<file path="src/verilog/ahb_pkg.sv">
// AHB bus types
// Word and address types, transfer and response encodings, and the
// request, response and register access bundles shared by the decoder,
// the register ports and the peripherals

package ahb_pkg;

	typedef logic [31:0] data_t;
	typedef logic [31:0] addr_t;

	typedef enum logic [1:0] {
		idle   = 2'b00,
		busy   = 2'b01,
		nonseq = 2'b10,
		seq    = 2'b11
	} htrans_e;

	typedef enum logic {
		okay  = 1'b0,
		error = 1'b1
	} hresp_e;

	// Address phase from the master
	typedef struct packed {
		htrans_e trans;
		addr_t   addr;
		logic    write;
	} ahb_req_t;

	// Data phase back to the master
	typedef struct packed {
		data_t  rdata;
		hresp_e resp;
	} ahb_rsp_t;

	// One-cycle strobe bundle from a register port to its slave
	typedef struct packed {
		logic       wr;
		logic       rd;
		logic [3:0] offset;
		data_t      wdata;
	} reg_acc_t;

endpackage

</file>
<file path="src/verilog/soc_map_pkg.sv">
// Peripheral memory map
// Slave identifiers, the address field that picks a slave, and the word
// offsets of the registers inside the timer, the kplic and the gpio

package soc_map_pkg;

	typedef enum logic [1:0] {
		timer = 2'd0,
		kplic = 2'd1,
		gpio  = 2'd2,
		none  = 2'd3
	} slave_e;

	// Slave field sits at addr[15:12]
	localparam int SLAVE_SEL_LSB = 12;
	localparam int SLAVE_SEL_W   = 4;

	typedef enum logic [3:0] {
		mtime_lo    = 4'd0,
		mtime_hi    = 4'd1,
		mtimecmp_lo = 4'd2,
		mtimecmp_hi = 4'd3
	} timer_reg_e;

	typedef enum logic [3:0] {
		pending = 4'd0,
		enable  = 4'd1,
		claim   = 4'd2
	} kplic_reg_e;

	typedef enum logic [3:0] {
		data_out = 4'd0,
		data_in  = 4'd1
	} gpio_reg_e;

endpackage
</file>
<file path="src/verilog/ahb_decoder.sv">
// AHB slave decoder
// Decodes the slave field of the address into a one-hot select and keeps
// the addressed slave for the data phase, where it picks that slave's
// response. Unmapped addresses get an error response with zero data

`timescale 1ns/10ps

module ahb_decoder (
	input  logic              hclk,
	input  logic              rst_n,
	input  ahb_pkg::ahb_req_t req,
	output logic [2:0]        sel,
	input  ahb_pkg::ahb_rsp_t timer_rsp,
	input  ahb_pkg::ahb_rsp_t kplic_rsp,
	input  ahb_pkg::ahb_rsp_t gpio_rsp,
	output ahb_pkg::ahb_rsp_t rsp
);

	logic [soc_map_pkg::SLAVE_SEL_W-1:0] field;
	soc_map_pkg::slave_e                 slave_d;
	soc_map_pkg::slave_e                 slave_q;
	logic                                xfer;
	logic                                dphase;

	assign field = req.addr[soc_map_pkg::SLAVE_SEL_LSB +: soc_map_pkg::SLAVE_SEL_W];
	assign xfer  = (req.trans == ahb_pkg::nonseq) || (req.trans == ahb_pkg::seq);

	always_comb begin
		case (field)
			4'd0:    slave_d = soc_map_pkg::timer;
			4'd1:    slave_d = soc_map_pkg::kplic;
			4'd2:    slave_d = soc_map_pkg::gpio;
			default: slave_d = soc_map_pkg::none;
		endcase
	end

	// Select bit index equals the slave id
	always_comb begin
		sel = 3'b000;
		if (slave_d != soc_map_pkg::none)
			sel[slave_d] = 1'b1;
	end

	always_ff @(posedge hclk or negedge rst_n) begin
		if (!rst_n) begin
			dphase  <= 1'b0;
			slave_q <= soc_map_pkg::none;
		end else begin
			dphase <= xfer;
			if (xfer)
				slave_q <= slave_d;
		end
	end

	always_comb begin
		rsp = '{rdata: '0, resp: ahb_pkg::okay};
		if (dphase) begin
			case (slave_q)
				soc_map_pkg::timer: rsp = timer_rsp;
				soc_map_pkg::kplic: rsp = kplic_rsp;
				soc_map_pkg::gpio:  rsp = gpio_rsp;
				default:            rsp.resp = ahb_pkg::error;
			endcase
		end
	end

endmodule

</file>
<file path="src/verilog/ahb_reg_port.sv">
// AHB register port
// Captures the word offset and direction of a selected transfer in its
// address phase and issues a single read or write strobe in the data phase

`timescale 1ns/10ps

module ahb_reg_port (
	input  logic              hclk,
	input  logic              rst_n,
	input  logic              sel,
	input  ahb_pkg::ahb_req_t req,
	input  ahb_pkg::data_t    hwdata,
	output ahb_pkg::reg_acc_t acc
);

	logic       xfer;
	logic       active;
	logic       write_q;
	logic [3:0] offset_q;

	assign xfer = sel && (req.trans == ahb_pkg::nonseq || req.trans == ahb_pkg::seq);

	always_ff @(posedge hclk or negedge rst_n) begin
		if (!rst_n) begin
			active  <= 1'b0;
			write_q <= 1'b0;
		end else begin
			active <= xfer;
			if (xfer)
				write_q <= req.write;
		end
	end

	// Word index within the slave window
	always_ff @(posedge hclk) begin
		if (xfer)
			offset_q <= req.addr[5:2];
	end

	assign acc.wr     = active & write_q;
	assign acc.rd     = active & ~write_q;
	assign acc.offset = offset_q;
	assign acc.wdata  = hwdata;

endmodule

</file>
<file path="src/verilog/core_timer.sv">
// Machine timer
// Free-running 64-bit mtime advanced by a prescaler, a 64-bit mtimecmp,
// and a registered timer interrupt raised while mtime >= mtimecmp

`timescale 1ns/10ps

module core_timer #(
	parameter int TICK_DIV = 4
) (
	input  logic              hclk,
	input  logic              rst_n,
	input  logic              sel,
	input  ahb_pkg::ahb_req_t req,
	input  ahb_pkg::data_t    hwdata,
	output ahb_pkg::ahb_rsp_t rsp,
	output logic              timer_irq
);

	localparam int DIV_W = (TICK_DIV > 1) ? $clog2(TICK_DIV) : 1;

	ahb_pkg::reg_acc_t acc;
	logic [DIV_W-1:0]  div_cnt;
	logic              tick;
	logic [63:0]       mtime;
	logic [63:0]       mtimecmp;

	ahb_reg_port u_reg_port (
		.hclk   (hclk),
		.rst_n  (rst_n),
		.sel    (sel),
		.req    (req),
		.hwdata (hwdata),
		.acc    (acc)
	);

	assign tick = (div_cnt == DIV_W'(TICK_DIV - 1));

	always_ff @(posedge hclk or negedge rst_n) begin
		if (!rst_n)
			div_cnt <= '0;
		else if (tick)
			div_cnt <= '0;
		else
			div_cnt <= div_cnt + 1'b1;
	end

	// Software write to either half wins over the tick
	always_ff @(posedge hclk or negedge rst_n) begin
		if (!rst_n)
			mtime <= '0;
		else if (acc.wr && acc.offset == soc_map_pkg::mtime_lo)
			mtime[31:0] <= acc.wdata;
		else if (acc.wr && acc.offset == soc_map_pkg::mtime_hi)
			mtime[63:32] <= acc.wdata;
		else if (tick)
			mtime <= mtime + 64'd1;
	end

	always_ff @(posedge hclk or negedge rst_n) begin
		if (!rst_n) begin
			mtimecmp <= '1;
		end else if (acc.wr) begin
			if (acc.offset == soc_map_pkg::mtimecmp_lo)
				mtimecmp[31:0] <= acc.wdata;
			if (acc.offset == soc_map_pkg::mtimecmp_hi)
				mtimecmp[63:32] <= acc.wdata;
		end
	end

	always_ff @(posedge hclk or negedge rst_n) begin
		if (!rst_n)
			timer_irq <= 1'b0;
		else
			timer_irq <= (mtime >= mtimecmp);
	end

	always_comb begin
		rsp.resp = ahb_pkg::okay;
		case (acc.offset)
			soc_map_pkg::mtime_lo:    rsp.rdata = mtime[31:0];
			soc_map_pkg::mtime_hi:    rsp.rdata = mtime[63:32];
			soc_map_pkg::mtimecmp_lo: rsp.rdata = mtimecmp[31:0];
			soc_map_pkg::mtimecmp_hi: rsp.rdata = mtimecmp[63:32];
			default:                  rsp.rdata = '0;
		endcase
	end

endmodule

</file>
<file path="src/verilog/gpio.sv">
// General-purpose I/O port
// Output data register driving the pins, and a two-flop synchronizer
// that brings the input pins into the bus clock domain

`timescale 1ns/10ps

module gpio #(
	parameter int GPIO_W = 8
) (
	input  logic              hclk,
	input  logic              rst_n,
	input  logic              sel,
	input  ahb_pkg::ahb_req_t req,
	input  ahb_pkg::data_t    hwdata,
	output ahb_pkg::ahb_rsp_t rsp,
	input  logic [GPIO_W-1:0] gpio_in,
	output logic [GPIO_W-1:0] gpio_out
);

	ahb_pkg::reg_acc_t acc;
	logic [GPIO_W-1:0] in_meta;
	logic [GPIO_W-1:0] in_sync;

	ahb_reg_port u_reg_port (
		.hclk   (hclk),
		.rst_n  (rst_n),
		.sel    (sel),
		.req    (req),
		.hwdata (hwdata),
		.acc    (acc)
	);

	always_ff @(posedge hclk or negedge rst_n) begin
		if (!rst_n) begin
			in_meta  <= '0;
			in_sync  <= '0;
			gpio_out <= '0;
		end else begin
			in_meta <= gpio_in;
			in_sync <= in_meta;
			if (acc.wr && acc.offset == soc_map_pkg::data_out)
				gpio_out <= acc.wdata[GPIO_W-1:0];
		end
	end

	always_comb begin
		rsp.resp = ahb_pkg::okay;
		case (acc.offset)
			soc_map_pkg::data_out: rsp.rdata = ahb_pkg::data_t'(gpio_out);
			soc_map_pkg::data_in:  rsp.rdata = ahb_pkg::data_t'(in_sync);
			default:               rsp.rdata = '0;
		endcase
	end

endmodule

</file>
<file path="src/verilog/kplic.sv">
// Compact platform interrupt controller
// Latches rising edges of the external sources into pending bits, masks
// them with an enable register and hands out the lowest active source on
// a claim read, which also clears that source's pending bit

`timescale 1ns/10ps

module kplic #(
	parameter int INT_NUM = 8
) (
	input  logic               hclk,
	input  logic               rst_n,
	input  logic               sel,
	input  ahb_pkg::ahb_req_t  req,
	input  ahb_pkg::data_t     hwdata,
	output ahb_pkg::ahb_rsp_t  rsp,
	input  logic [INT_NUM-1:0] ext_irq,
	output logic               plic_irq
);

	ahb_pkg::reg_acc_t  acc;
	logic [INT_NUM-1:0] irq_q;
	logic [INT_NUM-1:0] rise;
	logic [INT_NUM-1:0] pending;
	logic [INT_NUM-1:0] enable;
	logic [INT_NUM-1:0] active;
	logic [INT_NUM-1:0] claim_mask;
	logic [INT_NUM-1:0] clr;
	ahb_pkg::data_t     claim_id;

	ahb_reg_port u_reg_port (
		.hclk   (hclk),
		.rst_n  (rst_n),
		.sel    (sel),
		.req    (req),
		.hwdata (hwdata),
		.acc    (acc)
	);

	assign rise     = ext_irq & ~irq_q;
	assign active   = pending & enable;
	assign plic_irq = |active;

	// Scan from the top so the lowest active source is kept
	always_comb begin
		claim_id   = '0;
		claim_mask = '0;
		for (int i = INT_NUM - 1; i >= 0; i--) begin
			if (active[i]) begin
				claim_id      = ahb_pkg::data_t'(i + 1);
				claim_mask    = '0;
				claim_mask[i] = 1'b1;
			end
		end
	end

	assign clr = (acc.rd && acc.offset == soc_map_pkg::claim) ? claim_mask : '0;

	// A new edge on the claimed source in the same cycle stays pending
	always_ff @(posedge hclk or negedge rst_n) begin
		if (!rst_n) begin
			irq_q   <= '0;
			pending <= '0;
		end else begin
			irq_q   <= ext_irq;
			pending <= (pending & ~clr) | rise;
		end
	end

	always_ff @(posedge hclk or negedge rst_n) begin
		if (!rst_n)
			enable <= '0;
		else if (acc.wr && acc.offset == soc_map_pkg::enable)
			enable <= acc.wdata[INT_NUM-1:0];
	end

	always_comb begin
		rsp.resp = ahb_pkg::okay;
		case (acc.offset)
			soc_map_pkg::pending: rsp.rdata = ahb_pkg::data_t'(pending);
			soc_map_pkg::enable:  rsp.rdata = ahb_pkg::data_t'(enable);
			soc_map_pkg::claim:   rsp.rdata = claim_id;
			default:              rsp.rdata = '0;
		endcase
	end

endmodule

</file>
<file path="src/verilog/krv_periph.sv">
// Peripheral subsystem top
// Bus decoder in front of the machine timer, the kplic and the gpio port,
// all on the single bus clock

`timescale 1ns/10ps

module krv_periph #(
	parameter int TICK_DIV = 4,
	parameter int INT_NUM  = 8,
	parameter int GPIO_W   = 8
) (
	input  logic               hclk,
	input  logic               rst_n,
	input  ahb_pkg::ahb_req_t  req,
	input  ahb_pkg::data_t     hwdata,
	output ahb_pkg::ahb_rsp_t  rsp,
	input  logic [INT_NUM-1:0] ext_irq,
	input  logic [GPIO_W-1:0]  gpio_in,
	output logic [GPIO_W-1:0]  gpio_out,
	output logic               timer_irq,
	output logic               plic_irq
);

	logic [2:0]        sel;
	ahb_pkg::ahb_rsp_t timer_rsp;
	ahb_pkg::ahb_rsp_t kplic_rsp;
	ahb_pkg::ahb_rsp_t gpio_rsp;

	ahb_decoder u_decoder (
		.hclk      (hclk),
		.rst_n     (rst_n),
		.req       (req),
		.sel       (sel),
		.timer_rsp (timer_rsp),
		.kplic_rsp (kplic_rsp),
		.gpio_rsp  (gpio_rsp),
		.rsp       (rsp)
	);

	core_timer #(.TICK_DIV(TICK_DIV)) u_core_timer (
		.hclk      (hclk),
		.rst_n     (rst_n),
		.sel       (sel[soc_map_pkg::timer]),
		.req       (req),
		.hwdata    (hwdata),
		.rsp       (timer_rsp),
		.timer_irq (timer_irq)
	);

	kplic #(.INT_NUM(INT_NUM)) u_kplic (
		.hclk     (hclk),
		.rst_n    (rst_n),
		.sel      (sel[soc_map_pkg::kplic]),
		.req      (req),
		.hwdata   (hwdata),
		.rsp      (kplic_rsp),
		.ext_irq  (ext_irq),
		.plic_irq (plic_irq)
	);

	gpio #(.GPIO_W(GPIO_W)) u_gpio (
		.hclk     (hclk),
		.rst_n    (rst_n),
		.sel      (sel[soc_map_pkg::gpio]),
		.req      (req),
		.hwdata   (hwdata),
		.rsp      (gpio_rsp),
		.gpio_in  (gpio_in),
		.gpio_out (gpio_out)
	);

endmodule

</file>
<file path="config.mk">
export PLATFORM = sky130hd
export DESIGN_NAME = krv_periph
export DESIGN_NICKNAME = d
export VERILOG_FILES = /design/src/verilog/ahb_pkg.sv /design/src/verilog/soc_map_pkg.sv /design/src/verilog/ahb_decoder.sv /design/src/verilog/ahb_reg_port.sv /design/src/verilog/core_timer.sv /design/src/verilog/gpio.sv /design/src/verilog/kplic.sv /design/src/verilog/krv_periph.sv
export SDC_FILE = /design/constraint.sdc
export NUM_CORES = 1
export LEC_CHECK = 0
export ABC_AREA = 1
export BUFFER_PORTS_ARGS = -buffer_cell sky130_fd_sc_hd__buf_2
export CORE_ASPECT_RATIO = 0.8
export CORE_MARGIN = 4
export CORE_UTILIZATION = 50
export CTS_CLUSTER_SIZE = 12
export DETAILED_ROUTE_END_ITERATION = 8
export PLACE_DENSITY = 0.69
export REMOVE_ABC_BUFFERS = 1
export SYNTH_ARGS = -nofsm -noshare
export SYNTH_HDL_FRONTEND = slang
export SYNTH_SLANG_ARGS = --single-unit
</file>
<file path="constraint.sdc">
create_clock -name hclk -period 2.6 [get_ports hclk]
set_input_delay 0 -clock hclk [delete_from_list [all_inputs] [get_ports hclk]]
set_output_delay 0 -clock hclk [all_outputs]
set_load 0.1 [all_outputs]
</file>
==> metrics.txt, run 1 <==
Post-synth EDFFs=12; worst min path class=primary input to flip-flop; RSZ-0062 raised after global routing=no; commonest non-fill, non-tap cell in the layout=nand2_1; clock net sink count=200; cts bufs inserted=17; TritonRoute pass-1 iters=5; Yosys cell types=between 40 and 50; CP required=2600 ps; worst reg-to-reg path cell count=8; initial antenna violation count=1; Final HPWL DP=34.3 mm; Initial DRC Count=roughly 1400; Synthesis Warnings=0; Setup crit end kind=output port; final WL=approximately 44 mm; H-tree Lvls=4; Post-synth top flop=dfrtp_1; largest net degree at the start of global routing=between 50 and 60; Rel. slew slack=between 40% and 50%; Worst-Skew Late Latency=about 460 ps; Static Leak=around 8.8 nW; Hold Vio Cnt, Final=0; die area=between 0.02 and 0.03 mm²; Data arrival, critical path=about 2500 ps; clk_skew=~17 ps; area of the mapped netlist=0.0128 mm²; Root Driver=clkbuf_16; final worst-path cycle share=94.8%; placed cell count=~2200; vias post-DR=roughly 13000; CTS Buffer Depth=2; clk slew on worst S/H paths=about 80 ps; nets@finish=roughly 2100; routed len/inst=19.5 µm; Worst Hold Depth=5; total overflow reported by the global router=0; pre-CTS setup slack=roughly 150 ps; P&R area growth vs syn=21.5%; Final ANT Viol Nets=0; Worst setup SP type=flip-flop; fmax=0.406 GHz; mean post-synth cell area=approximately 7.2 µm²; layout cells sized above 1=14.1%; final instance count without filler cells=2278; maxcap violations=0; ys async rst share=94.0%; Seq cells post-synth=200; Synth Instances=~1800; CTS tree=done; PortBufs=between 100 and 150; worst-path fanout max=4; Core Box Area=around 0.025 mm²; die width=187 µm; Final GP Congestion=~1.1; Cell Rows=52; Residual DRC=0; starting density of the core=between 50% and 60%; Via density=5.61; peak supply drop=between 0.4 and 0.5 mV; Seq/Total Area, Yosys=40.3%; PnR worst setup slack=approximately 140 ps; vias in the first global route=12000; Setup TNS Final=0 ps; Worst Max-Slew Pin Slew=about 840 ps; Pins Over Slew Limit=0; n_diodes=0; DIE HEIGHT=approximately 150 µm; Final min period=~2500 ps; I/O pins=128; setup violators final=0; first-pass GRT wire length=between 60 and 70 mm; GRT Overall Usage=a little under a third; most frequent cells in the layout=nand2_1, inv_1, nor2_1; critical path type=flip-flop to output port; pwr dens=roughly 540 mW/mm²; outcome=finished clean
==> worst paths after layout <==
check                                                              start                                    end  slack [ps]
max                             u_kplic.u_reg_port.offset_q[3]$_DFFE_PP_                                 rsp[3]         140
min                                                              req[16]     u_gpio.u_reg_port.active$_DFF_PN0_          40
max reg2reg                u_core_timer.u_reg_port.offset_q[0]$_DFFE_PP_     u_core_timer.mtime[32]$_DFFE_PN0P_         170
min reg2reg                                  u_gpio.in_meta[5]$_DFF_PN0_            u_gpio.in_sync[5]$_DFF_PN0_         350
max in group asynchronous                                          rst_n  u_core_timer.mtimecmp[31]$_DFFE_PN1P_        1710
min in group asynchronous                                          rst_n     u_core_timer.mtime[27]$_DFFE_PN0P_         100
==> cells by family (layout without fill, tap and decap cells) <==
kind of cell | Yosys count | count (layout) | synth area share [%]
xor+xnor | 22 | 22 | 1.51
compound gates | 363 | 363 | 16.2
fa+ha+maj | 66 | 66 | 6.46
flops | 200 | 200 | 40.3
simple gates | 822 | 822 | 26.6
buf+inv | 301 | 481 | 9.01
==> registers in the layout, indices dropped and copies added (netlist names), 2 cells and up <==
signal                            flops
u_gpio.in_sync                        8
u_decoder.slave_q                     2
u_core_timer.mtime                   64
u_gpio.u_reg_port.offset_q            4
u_core_timer.mtimecmp                64
u_kplic.irq_q                         8
u_gpio.gpio_out                       8
u_kplic.enable                        8
u_kplic.pending                       8
u_core_timer.u_reg_port.offset_q      4
u_core_timer.div_cnt                  2
u_gpio.in_meta                        8
u_kplic.u_reg_port.offset_q           4
==> stage by stage <==
stage	power [mW]	instance area [µm²]	hold WS, ps	utilization [%]
final	8.44	15500	37.6	61.5
after global routing	8.84	15500	63.2	61.5
after CTS	8.41	15500	7.40	61.4
after detailed placement	5.48	14300	30.7	56.5
after global placement	5.45	14300	30.8	56.5
after floorplan	4.75	12600	-296	-
==> what timing repair did <==
item | 4_1_cts | 5_1_grt
endpoints found under the setup margin | 1 | 18
pin swaps | 1 | 0
endpoints found under the hold margin | 288 | 0
setup buffers | 1 | 1
gates resized for setup | 0 | 4
hold buffers | 61 | 0
==> power by group <==
part,internal (mW),switching [mW]
sequential,3.33,0.190
clock,1.42,1.46
combinational,0.621,1.42
==> worst max-delay path, cell delays in order, from the launching register on <==
cell and delay (ps):
edfxtp_1 370, nor2_1 220, nand3_1 330, nor2_1 240, nand2_1 90, a21oi_1 110
o21ai_0 100, a21oi_1 320, buf_12 220
==> area by class of cell <==
type                            count  area [µm²]
Tap cell                          324         405
Clock inverter                     15         214
Multi-Input combinational cell   1273        6500
Fill cell                        2305        9720
Clock buffer                       17         425
Sequential cell                   200        5150
Inverter                          248         935
Timing Repair Buffer              201        1900
==> metal layers <==
layer / up-vias / GRT usage (%) / routed length (µm)
met1: 6028 / 46.4 / 20400
met2: 562 / 44.7 / 18000
li1: 6131 / - / -
met3: 51 / 10.8 / 5240
met4: 0 / 8.28 / 762
met5: - / 0 / 0
==> synth_stat cells (2+ instances only) <==
library cell  instances  area [µm²]
o21a_1                5        37.5
nor3_1               10        50.1
nor2_1              177         664
o21ai_0             172         861
inv_2                 6        22.5
o21ai_4               2        32.5
inv_1               241         905
nor4_1                2        12.5
nand2b_1              2        12.5
a31oi_1               5        31.3
clkbuf_1             35         131
dfrtp_1             122        3050
nand2_1             491        1840
o31ai_1               2        15.0
and2_1                3        18.8
a221oi_1             24         210
and3b_1               2        17.5
nor2_4                4        45.0
a2bb2oi_1             2        17.5
dfstp_2              66        1730
nand3_1              88         440
edfxtp_1             12         360
ha_1                 66         826
nand3b_1              2        15.0
or2_2                 3        18.8
a21oi_1              93         465
nor2_2                5        31.3
buf_2                12        60.1
o22ai_1              36         225
buf_1                 5        18.8
o21ai_2              10        87.6
o21ai_1               4        20.0
xor2_1               21         184
o211ai_1              3        22.5
nand4_1              29         181
No activity file was read; power rests on OpenSTA's default activity.
==> inputs of run 2 (changes only) <==
SYNTH_HIERARCHICAL = 1   (was default)
clock period = 2.5 ns   (was 2.6 ns; I/O delays follow)
==> run 2 against run 1 <==
Worst setup slack worse by 74 ps; die area is 13% higher; critical path depth is 2 higher; cell count is 10% higher; sequential power is 1% higher; hold slack better by 29 ps; cell area is 7.8% higher; routed wire length is 14% higher; critical endpoint is now rsp[25]; largest cell class unchanged.
==> metrics.txt, run 2 <==
I/O pins=128; Filler cells=approximately 2700; nets@finish=between 2000 and 2500; CTS Buffer Depth=2; Initial DRC Count=roughly 1400; Static Leak=~9.2 nW; vias in the first global route=roughly 13000; first-pass GRT wire length=78.5 mm; Setup TNS Final=0 ps; Synthesis Warnings=6; setup violators final=0; pwr dens=approximately 480 mW/mm²; maxcap violations=0; DIE HEIGHT=161 µm; CP required=2500 ps; Rel. slew slack=around 56%; Setup crit end kind=output port; CTS tree=done; layout cells sized above 1=between 10 and 15%; register area=slightly above 0.005 mm²; Largest regs=u_core_timer/mtime x64, u_core_timer/mtimecmp x64; Root Driver=clkbuf_16; initial antenna violation count=0; Worst setup SP type=flip-flop; final WL=roughly 51 mm; outcome=finished clean; RSZ-0062 raised after global routing=no; Core Box Area=0.0285 mm²; Cell Rows=55; Final HPWL DP=39.0 mm; Synth Instances=2015; TritonRoute pass-1 iters=5; fmax=about 0.41 GHz; vias post-DR=14100; Residual DRC=0; die area=0.0319 mm²; clk slew on worst S/H paths=~90 ps; GRT Overall Usage=32.0%; Worst Max-Slew Pin Slew=655 ps; Final min period=~2400 ps; largest net degree at the start of global routing=72; n_diodes=0; Pins Over Slew Limit=0; Final GP Congestion=0.985; H-tree Lvls=4; cts bufs inserted=17; peak supply drop=0.470 mV; worst-path fanout max=22; critical path type=flip-flop to output port; final worst-path cycle share=a little under 100%; area of the mapped netlist=between 0.01 and 0.015 mm²; Multi-input gate area=around 0.0074 mm²; P&R area growth vs syn=15.1%; worst min path class=primary input to async pin; most frequent cells in the layout=nand2_1, inv_1, nand3_1; commonest non-fill, non-tap cell in the layout=nand2_1; mean post-synth cell area=approximately 7.2 µm²; clock net sink count=200; starting density of the core=51.0%; PortBufs=slightly above 100; Final ANT Viol Nets=0; routed len/inst=approximately 20 µm; die width=between 150 and 200 µm; clk_skew=~18 ps; Via density=roughly 5.6; Hold Vio Cnt, Final=0; total overflow reported by the global router=0; Worst-Skew Late Latency=470 ps; Placed Area=between 0.015 and 0.02 mm²; Data arrival, critical path=about 2400 ps; Final Instance Area=between 0.015 and 0.02 mm²
==> run 2: path summary, 6_finish.rpt <==
path	depth (start not counted)	start	to	slack (ps)
min in group hclk	2	gpio_in[3]	u_gpio/in_meta[3]$_DFF_PN0_	180
setup reg to reg	10	u_core_timer/u_reg_port/write_q$_DFFE_PN0P_	u_core_timer/mtime[42]$_DFFE_PN0P_	310
setup / recovery	10	u_core_timer/u_reg_port/offset_q[0]$_DFFE_PP_	rsp[25]	60
hold / removal	2	rst_n	u_gpio/in_meta[2]$_DFF_PN0_	70
max in group asynchronous	3	rst_n	u_core_timer/mtimecmp[45]$_DFFE_PN1P_	1600
hold reg to reg	0	u_gpio/in_meta[1]$_DFF_PN0_	u_gpio/in_sync[1]$_DFF_PN0_	360
==> run 2: layout make-up <==
class,instances,area share (%)
clock inverter,14,1.12
clock buffer,18,2.62
sequential,200,30.8
inverter,265,5.99
multi-input combinational,1429,44.2
timing repair buffer,214,12.5
tap,370,2.77
==> run 2: critical path, cell delays in order, from the launching register on <==
cell	delay (ps)
edfxtp_1	500
inv_2	110
nand3_4	140
buf_6	300
o22ai_1	150
a221o_1	300
nand2_1	80
nand3_1	70
nand2_1	70
inv_1	70
buf_12	160
==> run 2: per-layer routing <==
metal	vias to the layer above	GRT usage (%)	part of all wire (%)	wire length, µm
met3	54	6.86	9.9	5010
met2	594	45.1	41	20800
met5	-	0	0	0
met4	0	6.49	1.5	757
li1	6670	-	-	-
met1	6735	50.6	47	23900
==> run 2: where the power goes <==
| part | internal [mW] | switching (mW) | leakage (nW) | total (mW) |
|---|---|---|---|---|
| clock network | 1.41 | 1.58 | 0.302 | 2.99 |
| registers | 3.41 | 0.161 | 2.09 | 3.57 |
| logic | 0.503 | 1.01 | 6.84 | 1.52 |
| total | 5.32 | 2.76 | 9.22 | 8.08 |
==> run 2: what timing repair did <==
action	in CTS	in global routing
hold buffers	64	0
pin swaps	0	1
gates cloned	0	0
endpoints found under the setup margin	1	1
endpoints found under the hold margin	249	0
setup buffers	0	5
gates resized for setup	1	0
==> run 2: metrics by stage <==
stage / setup slack, ps / power [mW] / cells / hold WS [ps] / utilization (%)
finish: 62.3 / 8.08 / 2510 / 67.0 / 58.7
global route: 0.450 / 8.40 / 2510 / 131 / 58.7
CTS: 78.4 / 8.10 / 2505 / 83.0 / 58.6
detailed placement: 387 / 5.04 / 2409 / 21.5 / 54.1
global placement: 418 / 5.01 / 2409 / 15.2 / 54.1
floorplan: 54.8 / 4.46 / 1894 / -296 / -
==> inputs of run 3 (changes only) <==
RECOVER_POWER = 100   (was default)
clock period = 3.1 ns   (was 2.5 ns; I/O delays follow)
==> run 3 against run 2 <==
The run now ends with max-capacitance violations, max-slew violations left; critical path depth decreased by 3; clock power down 22%; sequential cell count did not move; sequential power decreased by 19%; routed wire length rose by 2.6%; sequential share of layout area grew 0.80 points; utilization decreased by 1.5 points.
==> metrics.txt, run 3 (same netlist as run 2, synthesis figures left out) <==
vias in the first global route=about 13000; Pins Over Slew Limit=between 90 and 100; Rel. slew slack=-63.9%; PnR worst setup slack=262 ps; Final Instance Area=about 0.016 mm²; Util after Layout=a little under three fifths; DIE HEIGHT=roughly 160 µm; critical path type=flip-flop to flip-flop; Setup TNS Final=0 ps; pwr dens=between 300 and 400 mW/mm²; CP Cell Sequence=inv_1 -> nand3_4 -> nor2_2 -> nor2_4 -> clkinv_1 -> clkbuf_1 -> o221ai_1; final instance count without filler cells=2487; Initial DRC Count=approximately 1400; peak supply drop=~0.35 mV; maxcap violations=1; setup violators final=0; Cell Rows=55; starting density of the core=about half; vias post-DR=~14000; final worst-path cycle share=91.5%; Root Driver=clkbuf_16; Residual DRC=0; setup bufs post-CTS=0; Placed Area=~0.015 mm²; largest net degree at the start of global routing=96; Final GP Congestion=~0.99; worst min path class=primary input to flip-flop; RSZ-0062 raised after global routing=no; Final HPWL DP=just under 40 mm; cts hold-fix bufs=between 60 and 70; Data arrival, critical path=between 3000 and 4000 ps; P&R area growth vs syn=12.2%; placed cell count=~2400; I/O pins=128; Static Leak=8.95 nW; commonest non-fill, non-tap cell in the layout=nand2_1; Worst Max-Slew Pin Slew=approximately 2500 ps; initial antenna violation count=1; Hold Vio Cnt, Final=0; Largest regs=u_core_timer/mtime x64, u_core_timer/mtimecmp x64; clk_skew=between 8 and 9 ps; CP required=about 3400 ps; Post-CTS Resized=0; layout cells sized above 1=11.9%; outcome=finished, violations left; first-pass GRT wire length=79.1 mm; clock net sink count=200; clk slew on worst S/H paths=approximately 80 ps; pre-CTS setup slack=about 710 ps; total overflow reported by the global router=0; die area=between 0.03 and 0.04 mm²; Worst setup SP type=flip-flop; H-tree Lvls=4; worst-path fanout max=17; cts bufs inserted=17; Final ANT Viol Nets=0; final hold slack=194 ps; final WL=a little over 50 mm; Core Box Area=0.0285 mm²; n_diodes=0; most frequent cells in the layout=nand2_1, inv_1, nand3_1; CTS Buffer Depth=2; Setup crit end kind=flip-flop; CP max stage delay=~840 ps; TritonRoute pass-1 iters=6; PortBufs=102; GRT Overall Usage=32.6%; fmax=between 0.3 and 0.4 GHz; overall power=6.40 mW; CTS tree=done; Slowest-stage cell, CP=nor2_2; die width=199 µm; reg2reg setup slack=260 ps; Via density=~5.6; nets@finish=around 2300; routed len/inst=~21 µm; Worst-Skew Late Latency=~440 ps; Final min period=around 2800 ps; failing checks=max-capacitance violations, max-slew violations
==> run 3: worst paths after layout <==
| path | start | to | cells after the start |
|---|---|---|---|
| max reg2reg | u_core_timer/u_reg_port/offset_q[0]$_DFFE_PP_ | u_core_timer/mtime[15]$_DFFE_PN0P_ | 7 |
| min | gpio_in[0] | u_gpio/in_meta[0]$_DFF_PN0_ | 2 |
| max in group asynchronous | rst_n | u_kplic/enable[1]$_DFFE_PN0P_ | 2 |
| min reg2reg | u_gpio/in_meta[5]$_DFF_PN0_ | u_gpio/in_sync[5]$_DFF_PN0_ | 0 |
| max | u_core_timer/u_reg_port/offset_q[0]$_DFFE_PP_ | u_core_timer/mtime[15]$_DFFE_PN0P_ | 7 |
| min in group asynchronous | rst_n | u_kplic/pending[5]$_DFF_PN0_ | 2 |
==> run 3: cell type report <==
class	count	area, µm²
Tap cell	370	463
Fill cell	2807	12200
Sequential cell	200	5150
Clock buffer	18	429
Clock inverter	14	180
Timing Repair Buffer	191	1760
Inverter	265	1000
Multi-Input combinational cell	1429	7330
==> run 3: where the power goes <==
| group | switching [mW] | internal (mW) | leakage [nW] | total (mW) |
|---|---|---|---|---|
| sequential | 0.142 | 2.75 | 2.08 | 2.90 |
| clock | 1.21 | 1.11 | 0.293 | 2.32 |
| combinational | 0.802 | 0.383 | 6.57 | 1.19 |
==> run 3: worst max-delay path, delay by kind of cell (launching register included) <==
family / cells / cell delay [ps]
flops: 1 / 500
buf+inv: 3 / 700
compound gates: 1 / 200
simple gates: 3 / 1290
==> run 3: per-layer routing <==
metal	routed length, µm	part of all wire [%]	vias up	track usage (%)
li1	-	-	6620	-
met1	24300	47	6684	49.0
met2	21400	41	616	46.7
met3	5390	10	49	9.82
met4	686	1.3	2	5.97
met5	13	0.025	-	0
